===== src/design/capture_pkg.sv =====
package capture_pkg;

   // ------------------------------
   // ring geometry
   // ------------------------------
   localparam int ADDR_W = 8;                 // fixed by the tile
   localparam int DEPTH  = 1 << ADDR_W;       // 256 entries
   localparam int TILE_W = 36;                // one lane per tile

   // ------------------------------
   // RAM port controls
   // ------------------------------
   typedef struct packed {
      logic              we;                  // write strobe
      logic [ADDR_W-1:0] waddr;               // ring slot
   } wr_ctl_t;

   typedef struct packed {
      logic              ce;                  // read enable, holds dout when low
      logic [ADDR_W-1:0] raddr;               // slot being fetched
   } rd_ctl_t;

   // ------------------------------
   // FSM states
   // ------------------------------
   typedef enum logic [2:0] {
      CAP_IDLE, CAP_PREFILL, CAP_ARMED, CAP_POST, CAP_DONE
   } cap_state_e;

   typedef enum logic [1:0] {
      DUMP_IDLE, DUMP_RUN, DUMP_DRAIN
   } dump_state_e;

endpackage


===== src/design/dump_reader.sv =====
module dump_reader #(
   parameter int NUM_TILES = 2
) (
   input  logic                                      RCLK,
   input  logic                                      reset,
   input  logic                                      dump_start,  // pulse
   input  logic                                      out_hold,    // consumer stall
   input  logic                                      capture_done,
   input  logic [capture_pkg::ADDR_W-1:0]            oldest_addr,
   output capture_pkg::rd_ctl_t                      rd,
   input  logic [NUM_TILES*capture_pkg::TILE_W-1:0]  ram_dout,
   output logic [NUM_TILES*capture_pkg::TILE_W-1:0]  out_word,
   output logic                                      out_valid,
   output logic                                      dump_busy
);
   import capture_pkg::*;

   localparam logic [ADDR_W:0] LAST_ISSUE = (ADDR_W + 1)'(DEPTH - 1);

   dump_state_e       state;
   logic [ADDR_W-1:0] raddr;                   // walks oldest to newest
   logic [ADDR_W:0]   issue_cnt;               // 9 bits, reaches 256
   logic              ce;

   assign dump_busy = (state != DUMP_IDLE);
   assign ce        = dump_busy && !out_hold;  // hold freezes the pipe
   assign rd        = '{ce: ce, raddr: raddr};
   assign out_word  = ram_dout;                // tile output regs are the stage

   // ------------------------------
   // read sequencer
   // ------------------------------
   always_ff @(posedge RCLK) begin
      if (reset) begin
         state     <= DUMP_IDLE;
         raddr     <= '0;
         issue_cnt <= '0;
      end else begin
         case (state)
            DUMP_IDLE: begin
               if (dump_start && capture_done) begin
                  state     <= DUMP_RUN;
                  raddr     <= oldest_addr;    // first fetch next cycle
                  issue_cnt <= '0;
               end
            end
            DUMP_RUN: begin
               if (!out_hold) begin            // one issue per ce
                  raddr     <= raddr + 1'b1;
                  issue_cnt <= issue_cnt + 1'b1;
                  if (issue_cnt == LAST_ISSUE) begin
                     state <= DUMP_DRAIN;
                  end
               end
            end
            DUMP_DRAIN: begin
               if (!out_hold) begin            // last word taken here
                  state <= DUMP_IDLE;
               end
            end
            default: state <= DUMP_IDLE;
         endcase
      end
   end

   // ------------------------------
   // valid bit
   // ------------------------------
   // tracks the RAM output register, advances only with ce
   always_ff @(posedge RCLK) begin
      if (reset) begin
         out_valid <= 1'b0;
      end else if (ce) begin
         out_valid <= (state == DUMP_RUN);     // drain fetch is a bubble
      end
   end

   // consumer may see the same word repeatedly under hold
   a_hold_stable : assert property (
      @(posedge RCLK) disable iff (reset) out_hold |=> $stable(out_word)
   ) else $error("dump_reader: out_word changed under out_hold");

endmodule


===== config.mk =====
export PLATFORM = sky130hd
export DESIGN_NAME = dump_reader
export DESIGN_NICKNAME = d
export VERILOG_FILES = /design/src/design/capture_pkg.sv /design/src/design/dump_reader.sv
export SDC_FILE = /design/constraint.sdc
export NUM_CORES = 1
export LEC_CHECK = 0
export BUFFER_PORTS_ARGS = -buffer_cell sky130_fd_sc_hd__buf_2
export CELL_PAD_IN_SITES_DETAIL_PLACEMENT = 0
export CELL_PAD_IN_SITES_GLOBAL_PLACEMENT = 1
export CORE_MARGIN = 2
export CORE_UTILIZATION = 25
export CTS_BUF_LIST = sky130_fd_sc_hd__clkbuf_8
export CTS_CLUSTER_DIAMETER = 100
export DETAILED_ROUTE_END_ITERATION = 7
export PLACE_DENSITY_LB_ADDON = 0.1
export SKIP_LAST_GASP = 1
export SLEW_MARGIN = 20
export SYNTH_ARGS = -nofsm -noshare
export SYNTH_HDL_FRONTEND = slang
export SYNTH_SLANG_ARGS = --single-unit
export TNS_END_PERCENT = 100

===== constraint.sdc =====
create_clock -name RCLK -period 3.75 [get_ports RCLK]
set_input_delay 0.1875 -clock RCLK [delete_from_list [all_inputs] [get_ports RCLK]]
set_output_delay 0.1875 -clock RCLK [all_outputs]
set_load 0.02 [all_outputs]

## Word level (Yosys, flattened, before mapping)

Cells that the tools add are included.

- Add/subtract/negate cells: 2
- Multiply operators: 0
- Divide/modulo/power cells: 0
- Order comparisons: 0
- Eq/ne operators: 7
- Shifts and indexed selects: 0
- Mux-type cells: 11
- Bitwise gates (word level): 0
- Reductions and logical operators: 8

Operator list:

| cell | number |
|---|---|
| 9-bit two-way mux | 2 |
| 9-bit one-hot mux with 2 select lines | 1 |
| 8-bit two-way mux | 2 |
| 8-bit one-hot mux with 2 select lines | 1 |
| 9-bit by 1-bit adder with 9-bit output, second input constant | 1 |
| 9-bit by 8-bit equality test with 1-bit output, second input constant | 1 |
| 8-bit by 1-bit adder with 8-bit output, second input constant | 1 |
| 2-bit two-way mux | 4 |
| 2-bit inequality test, second input constant | 4 |
| 2-bit one-hot mux with 3 select lines | 1 |
| 4-bit AND reduction | 1 |
| 2-bit nonzero test | 2 |
| 3-bit AND reduction | 1 |
| 2-bit by 1-bit equality test with 1-bit output, second input constant | 1 |
| 2-bit equality test, second input constant | 1 |
| 1-bit logical AND | 2 |
| 2-bit zero test | 1 |
| 1-bit zero test | 1 |

- Flip-flop bits (word level): 20
- Latch bits: 0
- Memory bits (writable): 0
- Bits in read-only memories: 0
- Input bits: 85
- Word-level logic and storage cells: 32
- Memories: 0

## Depth between registers and ports, before layout

- Depth after elaboration: 4
- Mapped depth: 7

## Worst setup path after synthesis

Ideal clock, no wire load.

- Kind: register -> register
- Start: reg state[0]
- End: reg issue_cnt[5]
- Arrival: 1,414 ps
- Data required time: 3,680 ps
- Slack: 2,266 ps
- Cell stages (with the launch flop): 6
- Period minus slack after synthesis: 1,484 ps
- Cells stage by stage: dfxtp_1 -> nand3b_4 -> a21o_1 -> buf_6 -> or4_1 -> a21oi_1

- Longest elaborated chain between the ends: 3
- Elaborated cells between the ends (all ways): 7
- Classes of those cells: eq/ne (3); mux (1); reduce/logical (3)

RTL lines:

| element | RTL line | source |
|---|---|---|
| start, declared | dump_reader.sv:20 | `dump_state_e state;` |
| start signal, assigned | dump_reader.sv:35 | `state <= DUMP_IDLE;` |
| start signal, assigned | dump_reader.sv:42 | `state <= DUMP_RUN;` |
| start signal, assigned | dump_reader.sv:52 | `state <= DUMP_DRAIN;` |
| 2-bit by 1-bit equality test with 1-bit output / 2-bit zero test (equally long branches) | dump_reader.sv:39 | `case (state)` |
| 2-bit inequality test (no line) / 2-bit nonzero test (equally long branches) | n/a |  |
| 3-bit AND reduction (no line) | n/a |  |
| end signal, assigned | dump_reader.sv:50 | `issue_cnt <= issue_cnt + 1'b1;` |
| end, declared | dump_reader.sv:22 | `logic [ADDR_W:0] issue_cnt;` |

Parallel ways exist; a longest one is shown, timed or not.
A chain may end at the register's enable or synchronous reset.

## Final worst setup path

- Start: reg state[0]
- End: reg raddr[0]

- Longest elaborated chain between the ends: 3
- Elaborated cells between the ends (all ways): 7
- Classes of those cells: eq/ne (3); mux (1); reduce/logical (3)

RTL lines:

| element | RTL line | source |
|---|---|---|
| 2-bit by 1-bit equality test with 1-bit output / 2-bit zero test (equally long branches) | dump_reader.sv:39 |  |
| 2-bit inequality test (no line) / 2-bit nonzero test (equally long branches) | n/a |  |
| 3-bit AND reduction (no line) | n/a |  |
| end signal, assigned | dump_reader.sv:43 | `raddr <= oldest_addr;` |
| end signal, assigned | dump_reader.sv:49 | `raddr <= raddr + 1'b1;` |
| end, declared | dump_reader.sv:21 | `logic [ADDR_W-1:0] raddr;` |

Parallel ways exist; a longest one is shown, timed or not.

==> impl_metrics.env <==
export IMPL_status="finished clean"
export IMPL_grt_use_total_pct=9.75
export IMPL_dp_slack_ns=1.80
export IMPL_cp_end_kind="flop"
export IMPL_routedWlPerCell_um=15.5
export IMPL_ctsResizeCount=0
export IMPL_io_buffers=23
export IMPL_grt_pass1_wl_um=5660
export IMPL_setup_viol=0
export IMPL_drt_wl_total_um=3570
export IMPL_worstPathArrival_ns=2.15
export IMPL_core_um2=6310
export IMPL_dp_hpwl_um=2740
export IMPL_final_core_util_pct=20.9
export IMPL_worstSkewPairLatency_ns=0.26
export IMPL_fin_crit_sh_pct=52.9
export IMPL_power_leakage_nw=0.467
export IMPL_via_per_inst=4.77
export IMPL_min_path_type="primary input to flop"
export IMPL_grt_max_degree=17
export IMPL_nets=242
export IMPL_finalHoldViolCount=0
export IMPL_slew_headroom_pct=29.0
export IMPL_drv_slew=0
export IMPL_die_area_um2=7180
export IMPL_htreeDepth=1
export IMPL_worstPathRequired_ns=3.92
export IMPL_synth_fp_nets=294
export IMPL_cts_tree="done"
export IMPL_fin_setup_tns_ns=0
export IMPL_min_period_ns=1.98
export IMPL_grt_pass1_vias=1116
export IMPL_ys_warn_count=0
export IMPL_numCtsBuffers=3
export IMPL_initial_utilization_pct=25.8
export IMPL_final_antenna_net_count=0
export IMPL_die_y_um=84.7
export IMPL_powerDensity_nw_per_um2=399
export IMPL_ys_seq_elements=20
export IMPL_syn2layout_area_growth_pct=-19.1
export IMPL_holdBufCountCts=0
export IMPL_place_area_um2=1250
export IMPL_rsz0062_at_grt="false"
export IMPL_seq_area_frac_synth_pct=24.6
export IMPL_synthCells=206
export IMPL_drtIter0Drc=55
export IMPL_maxCapViolCount=0
export IMPL_fp_dieW_um=84.7
export IMPL_fmax_mhz=505
export IMPL_num_fill_cells=723
export IMPL_postLayoutCellArea_um2=1320
export IMPL_cts_setup_buffers=0
export IMPL_cts_buffer_depth=2
export IMPL_ir_drop_mv=0.110
export IMPL_grt_remaining_overflow=0
export IMPL_synth_cell_types=39
export IMPL_placementRows=29
export IMPL_cts_sinks=20
export IMPL_most_common_layout_cells="buf_2 (23), dfxtp_1 (20), a21oi_1 (13)"
export IMPL_num_vias=1097
export IMPL_num_antenna_cells=0
export IMPL_drc_errors=0
export IMPL_worstSetupPathType="flop to flop"
export IMPL_first_pass_iters=2
export IMPL_final_setup_worst_slack_ns=1.77
export IMPL_gp_congestion=0.761
export IMPL_worstMarginPinSlew_ns=1.06
export IMPL_final_common_cell="buf_2"
export IMPL_netlist_area_um2=1630
export IMPL_pin_count=168
export IMPL_clk_pin_slew_ns=0.08
export IMPL_start_kind="flop"
export IMPL_root_buffer="clkbuf_8"
export IMPL_crit_fanout=13
export IMPL_antenna_found_initial=0
export IMPL_skew_ns=0.00562
export IMPL_avgSynthCellArea_um2=7.91
export IMPL_drive_gt1_share_pct=20.9
export IMPL_fin_total_pwr_mw=0.526
==> synth_stat cells, drive strengths merged <==
library cell	count	area share, %
clkdlybuf4s50	1	0.69
ha	3	2.3
clkbuf	4	1.2
xnor2	4	2.2
a211oi	7	3.2
a211o	1	0.54
a311oi	2	1.1
a21o	1	0.46
a21oi	13	4.0
or2	1	0.38
nand2	9	2.1
nor2	11	2.5
buf	75	35
a32oi	1	0.54
nand2b	3	1.3
nor4	1	0.38
or4	2	0.92
o21ai	11	3.4
dfxtp	20	25
a31o	1	0.54
nor2b	1	0.38
nor3	2	0.61
inv	8	1.8
nand3b	2	1.7
o31ai	3	1.4
a221oi	1	0.54
nand4	2	0.77
and2	3	1.2
nand3	7	2.2
a2111oi	1	0.54
or3	4	1.6
nor3b	1	0.46
==> final cells by class <==
| class | count | area [µm²] | share of cell area (%) |
|---|---|---|---|
| multi-input cells | 98 | 604 | 45.9 |
| flip-flops and latches | 20 | 400 | 30.4 |
| repair buffers | 23 | 115 | 8.74 |
| well taps | 77 | 96.3 | 7.31 |
| clock buffers | 3 | 41.3 | 3.13 |
| clock inverters | 1 | 30.0 | 2.28 |
| inverters | 8 | 30.0 | 2.28 |
==> where the power goes <==
group	switching (mW)	total (mW)	internal [mW]
clock	0.0783	0.221	0.143
combinational	0.0472	0.0733	0.0260
sequential	0.0108	0.232	0.221
==> per-layer routing <==
metal  part of all wire (%)  vias to the layer above  global-route usage [%]
met5                      0                        -                       0
met4                    1.2                        0                    1.59
met3                    8.9                       12                    5.60
met2                     47                       64                    16.0
met1                     43                      501                    11.3
li1                       -                      520                       -
==> worst max-delay path, stage by stage (launching register included) <==
cell      delay, ns
dfxtp_1        0.38
nand3b_4       0.22
a21oi_1        0.86
a21oi_1        0.14
a311oi_1       0.29
==> through the flow <==
stage,cells,hold WS [ns]
2_1_floorplan,206,0.347
3_3_place_gp,226,0.375
3_5_place_dp,226,0.375
4_1_cts,230,0.196
5_1_grt,230,0.196
6_report,230,0.198
==> state kept, by name, summed over array words and instances (netlist names) <==
name and count:
state 2, raddr 8, issue_cnt 9, out_valid 1
==> logic make-up after synthesis <==
kind of cell	share of synthesized area, %
xor gates and xnor gates	2.15
buffers and inverters	38.3
and+or+nand+nor	16.4
AOI/OAI and AO/OA	16.2
DFF	24.6
adders and majority gates	2.30
==> path summary, 6_finish.rpt <==
path                            depth (start not counted)                      start                        end  slack [ns]
worst max-delay path                                    4      state[0]$_SDFFE_PP0P_      raddr[0]$_SDFFE_PP0P_        1.77
worst min-delay path                                    3             oldest_addr[1]      raddr[1]$_SDFFE_PP0P_        0.20
worst max register to register                          4      state[0]$_SDFFE_PP0P_      raddr[0]$_SDFFE_PP0P_        1.77
worst min register to register                          2  issue_cnt[7]$_SDFFE_PP0P_  issue_cnt[7]$_SDFFE_PP0P_        0.49
Power figures use the tool's default switching activity.
