**src/design/capture_pkg.sv**
```systemverilog
package capture_pkg;

   // ------------------------------
   // ring geometry
   // ------------------------------
   localparam int ADDR_W = 8;                 // fixed by the tile
   localparam int DEPTH  = 1 << ADDR_W;       // 256 entries
   localparam int TILE_W = 36;                // one lane per tile

   // ------------------------------
   // RAM port controls
   // ------------------------------
   typedef struct packed {
      logic              we;                  // write strobe
      logic [ADDR_W-1:0] waddr;               // ring slot
   } wr_ctl_t;

   typedef struct packed {
      logic              ce;                  // read enable, holds dout when low
      logic [ADDR_W-1:0] raddr;               // slot being fetched
   } rd_ctl_t;

   // ------------------------------
   // FSM states
   // ------------------------------
   typedef enum logic [2:0] {
      CAP_IDLE, CAP_PREFILL, CAP_ARMED, CAP_POST, CAP_DONE
   } cap_state_e;

   typedef enum logic [1:0] {
      DUMP_IDLE, DUMP_RUN, DUMP_DRAIN
   } dump_state_e;

endpackage

```
**src/design/capture_writer.sv**
```systemverilog
module capture_writer #(
   parameter int NUM_TILES    = 2,
   parameter int POST_SAMPLES = 192
) (
   input  logic                                      RCLK,
   input  logic                                      reset,
   input  logic                                      arm,          // pulse
   input  logic                                      trigger,      // level
   input  logic                                      sample_valid, // strobe
   input  logic [NUM_TILES*capture_pkg::TILE_W-1:0]  sample,
   input  logic                                      dump_busy,    // blocks arm
   output capture_pkg::wr_ctl_t                      wr,
   output logic [NUM_TILES*capture_pkg::TILE_W-1:0]  wr_data,
   output logic                                      capture_done,
   output logic                                      capturing,
   output logic [capture_pkg::ADDR_W-1:0]            oldest_addr
);
   import capture_pkg::*;

   // terminal counts checked before the increment
   localparam logic [ADDR_W-1:0] PRE_LAST  = ADDR_W'(DEPTH - POST_SAMPLES - 1);
   localparam logic [ADDR_W-1:0] POST_LAST = ADDR_W'(POST_SAMPLES - 1);

   cap_state_e        state;
   logic [ADDR_W-1:0] wr_ptr;                  // next ring slot
   logic [ADDR_W-1:0] pre_cnt;                 // writes before arming
   logic [ADDR_W-1:0] post_cnt;                // trigger counts as 1
   logic              wr_we;
   logic [ADDR_W-1:0] wr_addr;
   logic              take;                    // sample goes into ring
   logic              arm_ok;

   assign capturing   = (state == CAP_PREFILL) || (state == CAP_ARMED) ||
                        (state == CAP_POST);
   assign take        = capturing && sample_valid;
   assign arm_ok      = arm && !dump_busy;     // no rearm under a dump
   assign oldest_addr = wr_ptr;                // wraps onto oldest once stopped
   assign wr          = '{we: wr_we, waddr: wr_addr};

   // ------------------------------
   // capture FSM
   // ------------------------------
   always_ff @(posedge RCLK) begin
      if (reset) begin
         state        <= CAP_IDLE;
         wr_ptr       <= '0;
         pre_cnt      <= '0;
         post_cnt     <= '0;
         wr_we        <= 1'b0;
         capture_done <= 1'b0;
      end else if (arm_ok) begin
         state        <= CAP_PREFILL;          // restart from slot 0
         wr_ptr       <= '0;
         pre_cnt      <= '0;
         post_cnt     <= '0;
         wr_we        <= 1'b0;
         capture_done <= 1'b0;
      end else begin
         wr_we        <= take;                 // write lands one edge later
         capture_done <= (state == CAP_DONE);  // lags state by one edge
         if (take) begin
            wr_ptr <= wr_ptr + 1'b1;           // mod 256 by width
         end
         case (state)
            CAP_PREFILL: begin
               if (sample_valid) begin         // trigger ignored here
                  pre_cnt <= pre_cnt + 1'b1;
                  if (pre_cnt == PRE_LAST) begin
                     state <= CAP_ARMED;
                  end
               end
            end
            CAP_ARMED: begin
               if (sample_valid && trigger) begin
                  post_cnt <= 8'd1;            // trigger sample itself
                  state    <= (POST_SAMPLES == 1) ? CAP_DONE : CAP_POST;
               end
            end
            CAP_POST: begin
               if (sample_valid) begin
                  post_cnt <= post_cnt + 1'b1;
                  if (post_cnt == POST_LAST) begin
                     state <= CAP_DONE;
                  end
               end
            end
            default: ;                         // idle and done drop samples
         endcase
      end
   end

   // write address and data register
   always_ff @(posedge RCLK) begin
      if (take) begin
         wr_addr <= wr_ptr;
         wr_data <= sample;
      end
   end

   a_done_excl : assert property (
      @(posedge RCLK) disable iff (reset) !(capture_done && capturing)
   ) else $error("capture_writer: capture_done and capturing both high");

   // last post sample may still land just after entering done
   a_no_write_done : assert property (
      @(posedge RCLK) disable iff (reset) (state == CAP_DONE) |=> !wr.we
   ) else $error("capture_writer: RAM write while in %s", state.name());

endmodule

```
**config.mk**
```make
export PLATFORM = sky130hd
export DESIGN_NAME = capture_writer
export DESIGN_NICKNAME = d
export VERILOG_FILES = /design/src/design/capture_pkg.sv /design/src/design/capture_writer.sv
export SDC_FILE = /design/constraint.sdc
export NUM_CORES = 1
export LEC_CHECK = 0
export BUFFER_PORTS_ARGS = -buffer_cell sky130_fd_sc_hd__buf_2
export CORE_MARGIN = 1
export CORE_UTILIZATION = 45
export CTS_CLUSTER_DIAMETER = 150
export DETAILED_ROUTE_END_ITERATION = 12
export PLACE_DENSITY = 0.75
export SLEW_MARGIN = 20
export SYNTH_ARGS = -nofsm -noshare
export SYNTH_HDL_FRONTEND = slang
export SYNTH_SLANG_ARGS = --single-unit
```
**constraint.sdc**
```tcl
create_clock -name RCLK -period 5.11 [get_ports RCLK]
set_input_delay 0 -clock RCLK [delete_from_list [all_inputs] [get_ports RCLK]]
set_output_delay 0 -clock RCLK [all_outputs]
set_load 0.05 [all_outputs]
```
* Yosys cells after proc, flatten, opt, wreduce, memory -nomap -nowiden *
Cells that the tools add are included.

cells by class
  $add $sub $neg = 3
  equality and inequality tests = 16
  muxes and demuxes = 10
  reductions and logical operators = 14

operator list
  kind                   count
  $add A8 B1 Y8 const B  3
  $mux W8                2
  $pmux W8 S2            1
  $mux W3                5
  $reduce_and A6 Y1      2
  $ne A3 B2 Y1 const B   3
  $pmux W3 S3            1
  $eq A8 B6 Y1 const B   1
  $eq A8 B8 Y1 const B   1
  $eq A3 B2 Y1 const B   2
  $ne A2 B1 Y1 const B   3
  $ne A3 B3 Y1 const B   2
  $ne A2 B2 Y1 const B   2
  $reduce_bool A4 Y1     1
  $eq A3 B1 Y1 const B   1
  $eq A3 B3 Y1 const B   1
  $logic_and A1 B1 Y1    3
  $reduce_and A3 Y1      1
  $reduce_bool A3 Y1     1
  $logic_or A1 B1 Y1     2
  $reduce_and A2 Y1      1
  $reduce_bool A2 Y1     1
  $reduce_or A2 Y1       1
  $logic_not A1 Y1       1
  $mux W1                1

word-level totals
  bits in registers = 109
  bits of input ports = 78
  output and inout bits = 91
  logic and storage cells = 52

* Logic depth before layout (Yosys ltp) *
  depth in word-level cells = 5
  depth in mapped cells = 6
  depth with buffers taken out = 5

* Worst setup path before layout *
No wires, ideal clock.

  kind = register to register
  start = register state[2]
  end = register wr_addr[0], enable pin
  setup time = 0.523 ns
  arrival = 4.080 ns
  required time = 4.587 ns
  slack = 0.507 ns
  stages on the path, launching flop included = 4
  path buffers = 1
  period minus slack after synthesis = 4.603 ns
  path through = dfxtp_1 -> nand2b_1 -> buf_2 -> nor2_1

on the way
  longest elaborated chain between the ends = 4
  elaborated cells on any way between the ends = 6
  classes of those cells = eq/ne: 3; reduce/logical: 3

RTL lines
  what                                          RTL line              source
  from (decl)                                   capture_writer.sv:24  cap_state_e state;
  from (signal assigned)                        capture_writer.sv:76  state <= (POST_SAMPLES == 1) ? CAP_DONE : CAP_POST;
  $eq A3 B1 Y1 or $eq A3 B2 Y1 (tied branches)  capture_writer.sv:33  assign capturing = (state == CAP_PREFILL) || (state == CAP_ARMED) ||
  $logic_or A1 B1 Y1                            capture_writer.sv:33
  $logic_or A1 B1 Y1 *                          capture_writer.sv:33
  $logic_and A1 B1 Y1 *                         capture_writer.sv:35  assign take = capturing && sample_valid;
  named net take                                capture_writer.sv:30  logic take;
  to (signal assigned)                          capture_writer.sv:95  wr_addr <= wr_ptr;
  to (decl)                                     capture_writer.sv:29  logic [ADDR_W-1:0] wr_addr;

The timed path passes the listed nets; every way through them passes the cells marked *.
A chain may end at the register's enable or synchronous reset.

* Final worst setup path *
  start = register pre_cnt[0]
  end = register state[0]

on the way
  longest elaborated chain between the ends = 3

RTL lines
  what                         RTL line              source
  from (decl)                  capture_writer.sv:26  logic [ADDR_W-1:0] pre_cnt;
  from (signal assigned)       capture_writer.sv:67  pre_cnt <= pre_cnt + 1'b1;
  $eq A8 B6 Y1                 capture_writer.sv:68  if (pre_cnt == PRE_LAST) begin
  $ne A3 B2 Y1 (no line)       n/a
  $reduce_and A6 Y1 (no line)  n/a

Every way passes these cells.

==> flow_summary.toml <==
[critical_path]
path_cells = "ha_1, nor3b_1, a2111oi_0, o31ai_1, a21oi_1, dlygate4sd3_1"
crit_path_end_kind = "flip-flop"
critPathLaunchType = "flip-flop"
critPathArrivalTime_ns = 2.53
critPathBufInv = 1
worst_path_dominant_cell_family = "compound AO/OA/AOI/OAI gates"
worstPathMaxFanout = 4
crit_slowest_cell = "a2111oi_0"
max_stage_delay_ns = 0.58
required_ns = 5.42
worst-setup-path-type = "reg2reg"

[clocking]
clock-root-buffer = "clkbuf_8"
insertion_delay_ns = 0.37
cts_made_buffers = 9
cts_resized = 0
cts_tree = "done"
clock_sinks = 109
clk_pin_slew_worst_paths_ns = 0.10
cts_buffer_depth = 2
htreeDepth = 3

[min_path]
worst_hold_path_type = "in2reg"

[logic_synthesis]
synth_edf_count = 80
yosysWarnings = 0
ys_ff_latch = 109
syn_nets = 316
synth.most_common_cell = "edfxtp_1"
netlist_instances = 235
yosysTopAreaCell = "edfxtp_1"
synth_top_area_share_pct = 63.8
netlist_area_sq_um = 3760
synthTopCellsByArea = "edfxtp_1 64%, dfxtp_1 15%, nor2_1 2.4%"
synth_flop_cell = "edfxtp_1"
synth_common_cells = "80 x edfxtp_1, 29 x dfxtp_1, 24 x nor2_1, 10 x xnor2_1"
async_reset_ff_share_pct = 0
avgSynthCellArea_sq_um = 16.0
ys_seq_area_share_pct = 79.3
ys_types = 40

[grt]
grt_overflow = 0
grt_pass1_vias = 2841
grt_pass1_wl_um = 14900
antenna_found_initial = 0
grt_max_degree = 83
grt.total_usage_pct = 23.3

[sta]
rsz0062_at_grt = "false"
tns_ns = 0
clock-skew-final_ns = 0.0167
worst_pin_slew_ns = 1.01
timing.final.crit_period_ns = 2.22
fmax_ghz = 0.450
setup_violations = 0
fin_crit_sh_pct = 43.5
finalHoldViolations = 0
slew_violations = 0
slew_headroom_pct = 32.9

[die]
core-area_sq_um = 7890
ios = 169
die_area_sq_um = 8730
die_h_um = 93.5
die_w_um = 93.5
rows = 32
initial_core_util_pct = 47.7

[cells_and_area]
fillCellCount = 501
n_antenna_cell = 0
syn_to_final_growth_pct = 50.7
nets = 564
final_cells = 590
drive_gt1_share_pct = 39.5

[detailed_routing]
wire_per_inst_um = 17.2
drc = 0
drtIter0Drc = 152
ant_nets = 0
vias = 2880
dr.pass1.iters = 4
wirelength_um = 10100
vias_per_cell = 4.88

[power_and_ir_drop]
leakagePower_uw = 0.00228
power.density_nw_per_um2 = 309
ir_worst_vdd_uv = 172

[status]
outcome = "finished clean"

[place]
gp_congestion = 0.929
hpwlAfterDp_um = 6220
port_buffers = 168
placedCellCount = 500

[flow_run]
cap_violations = 0
==> worst paths after layout <==
| kind | to | startpoint | slack (ns) | depth (start not counted) |
|---|---|---|---|---|
| setup / recovery | state[0]$_SDFFE_PP0P_ | pre_cnt[0]$_SDFFE_PP0P_ | 2.89 | 6 |
| hold / removal | state[2]$_SDFFE_PP0P_ | dump_busy | 0.04 | 4 |
| setup reg to reg | state[0]$_SDFFE_PP0P_ | pre_cnt[0]$_SDFFE_PP0P_ | 2.89 | 6 |
| hold reg to reg | wr_addr[7]$_DFFE_PP_ | oldest_addr[7]$_SDFFE_PP0P_ | 0.51 | 0 |
==> per-stage QoR <==
step | setup slack [ns] | area (sq um) | hold WS (ns) | total power [uW] | utilization (%)
floorplan | 0.507 | 3760 | 0.0691 | 1110 | -
global placement | 3.13 | 4710 | 0.177 | 1170 | 59.8
detailed placement | 3.06 | 4710 | 0.178 | 1170 | 59.8
CTS | 2.91 | 5670 | 0.0269 | 1750 | 71.9
global route | 2.71 | 5670 | 0.0712 | 1810 | 71.9
finish | 2.89 | 5670 | 0.0367 | 1750 | 71.9
==> worst register-to-register path, cell delays in order (launching register included) <==
cell and delay [ns]:
dfxtp_1 0.34, ha_1 0.24, nor3b_1 0.15, a2111oi_0 0.58, o31ai_1 0.16, a21oi_1 0.16
dlygate4sd3_1 0.55
==> repair_timing <==
item / in CTS / in global routing
hold endpoints to repair: 74 / 0
buffers inserted: 0 / 0
hold buffers: 74 / 0
==> logic make-up (layout without fill, tap and decap cells) <==
kind of cell / count (synthesis) / in the layout / share of synthesized area, %
AO/OA/AOI/OAI: 19 / 19 / 3.06
adder cells (fa/ha/maj): 3 / 3 / 0.997
buffers and inverters: 10 / 263 / 1.26
multiplexers: 1 / 1 / 0.266
AND/OR/NAND/NOR: 76 / 76 / 11.2
flip-flops: 109 / 109 / 79.3
XOR/XNOR: 17 / 17 / 3.96
==> state kept, by name, indices dropped and copies added (netlist names) <==
signal,flops
state,3
post_cnt,8
wr_addr,8
wr_we,1
pre_cnt,8
capture_done,1
oldest_addr,8
wr_data,72
==> layout by cell type, fill, tap and decap left out, types with 2 or more instances in the layout <==
cell           Yosys  final
and2_1             2      2
nand4_1            5      5
edfxtp_1          80     80
o21ai_0            4      4
clkinv_4           0      3
nor4_1             3      3
xnor2_1           10     10
o31ai_1            3      3
or2_2              2      2
and3_1             2      2
ha_1               3      3
nor3b_1            3      3
and4_1             2      2
inv_8              0      2
dlygate4sd3_1      0     74
nand3_1            8      8
nor3_1             4      4
nor2_1            24     23
nand3b_1           2      2
dfxtp_1           29     29
nor4b_1            2      2
or3_1              3      3
xor2_1             7      7
inv_1              4      4
nand2_1            5      5
clkbuf_8           0     10
buf_2              2    168
a21oi_1            8      8
==> routing by layer <==
metal,wire length (um),global-route usage (%),up-vias
met1,3970,27.2,1373
met5,0,0,-
met3,627,5.12,14
met2,5370,42.6,123
li1,-,-,1370
met4,172,6.79,0
==> power breakdown <==
group	total, uW	internal (uW)	switching (uW)
clock	551	250	302
sequential	986	977	8.44
combinational	215	78.6	136
total	1750	1310	446
==> final cells by class <==
| cell class | count | area (sq um) | share of cell area [%] |
|---|---|---|---|
| Timing Repair Buffer | 243 | 1590 | 28.0 |
| Clock inverter | 6 | 78.8 | 1.39 |
| Inverter | 4 | 15.0 | 0.265 |
| Tap cell | 102 | 128 | 2.25 |
| Multi-Input combinational cell | 116 | 741 | 13.1 |
| Clock buffer | 10 | 138 | 2.43 |
| Sequential cell | 109 | 2980 | 52.6 |
Power figures use the tool's default switching activity.
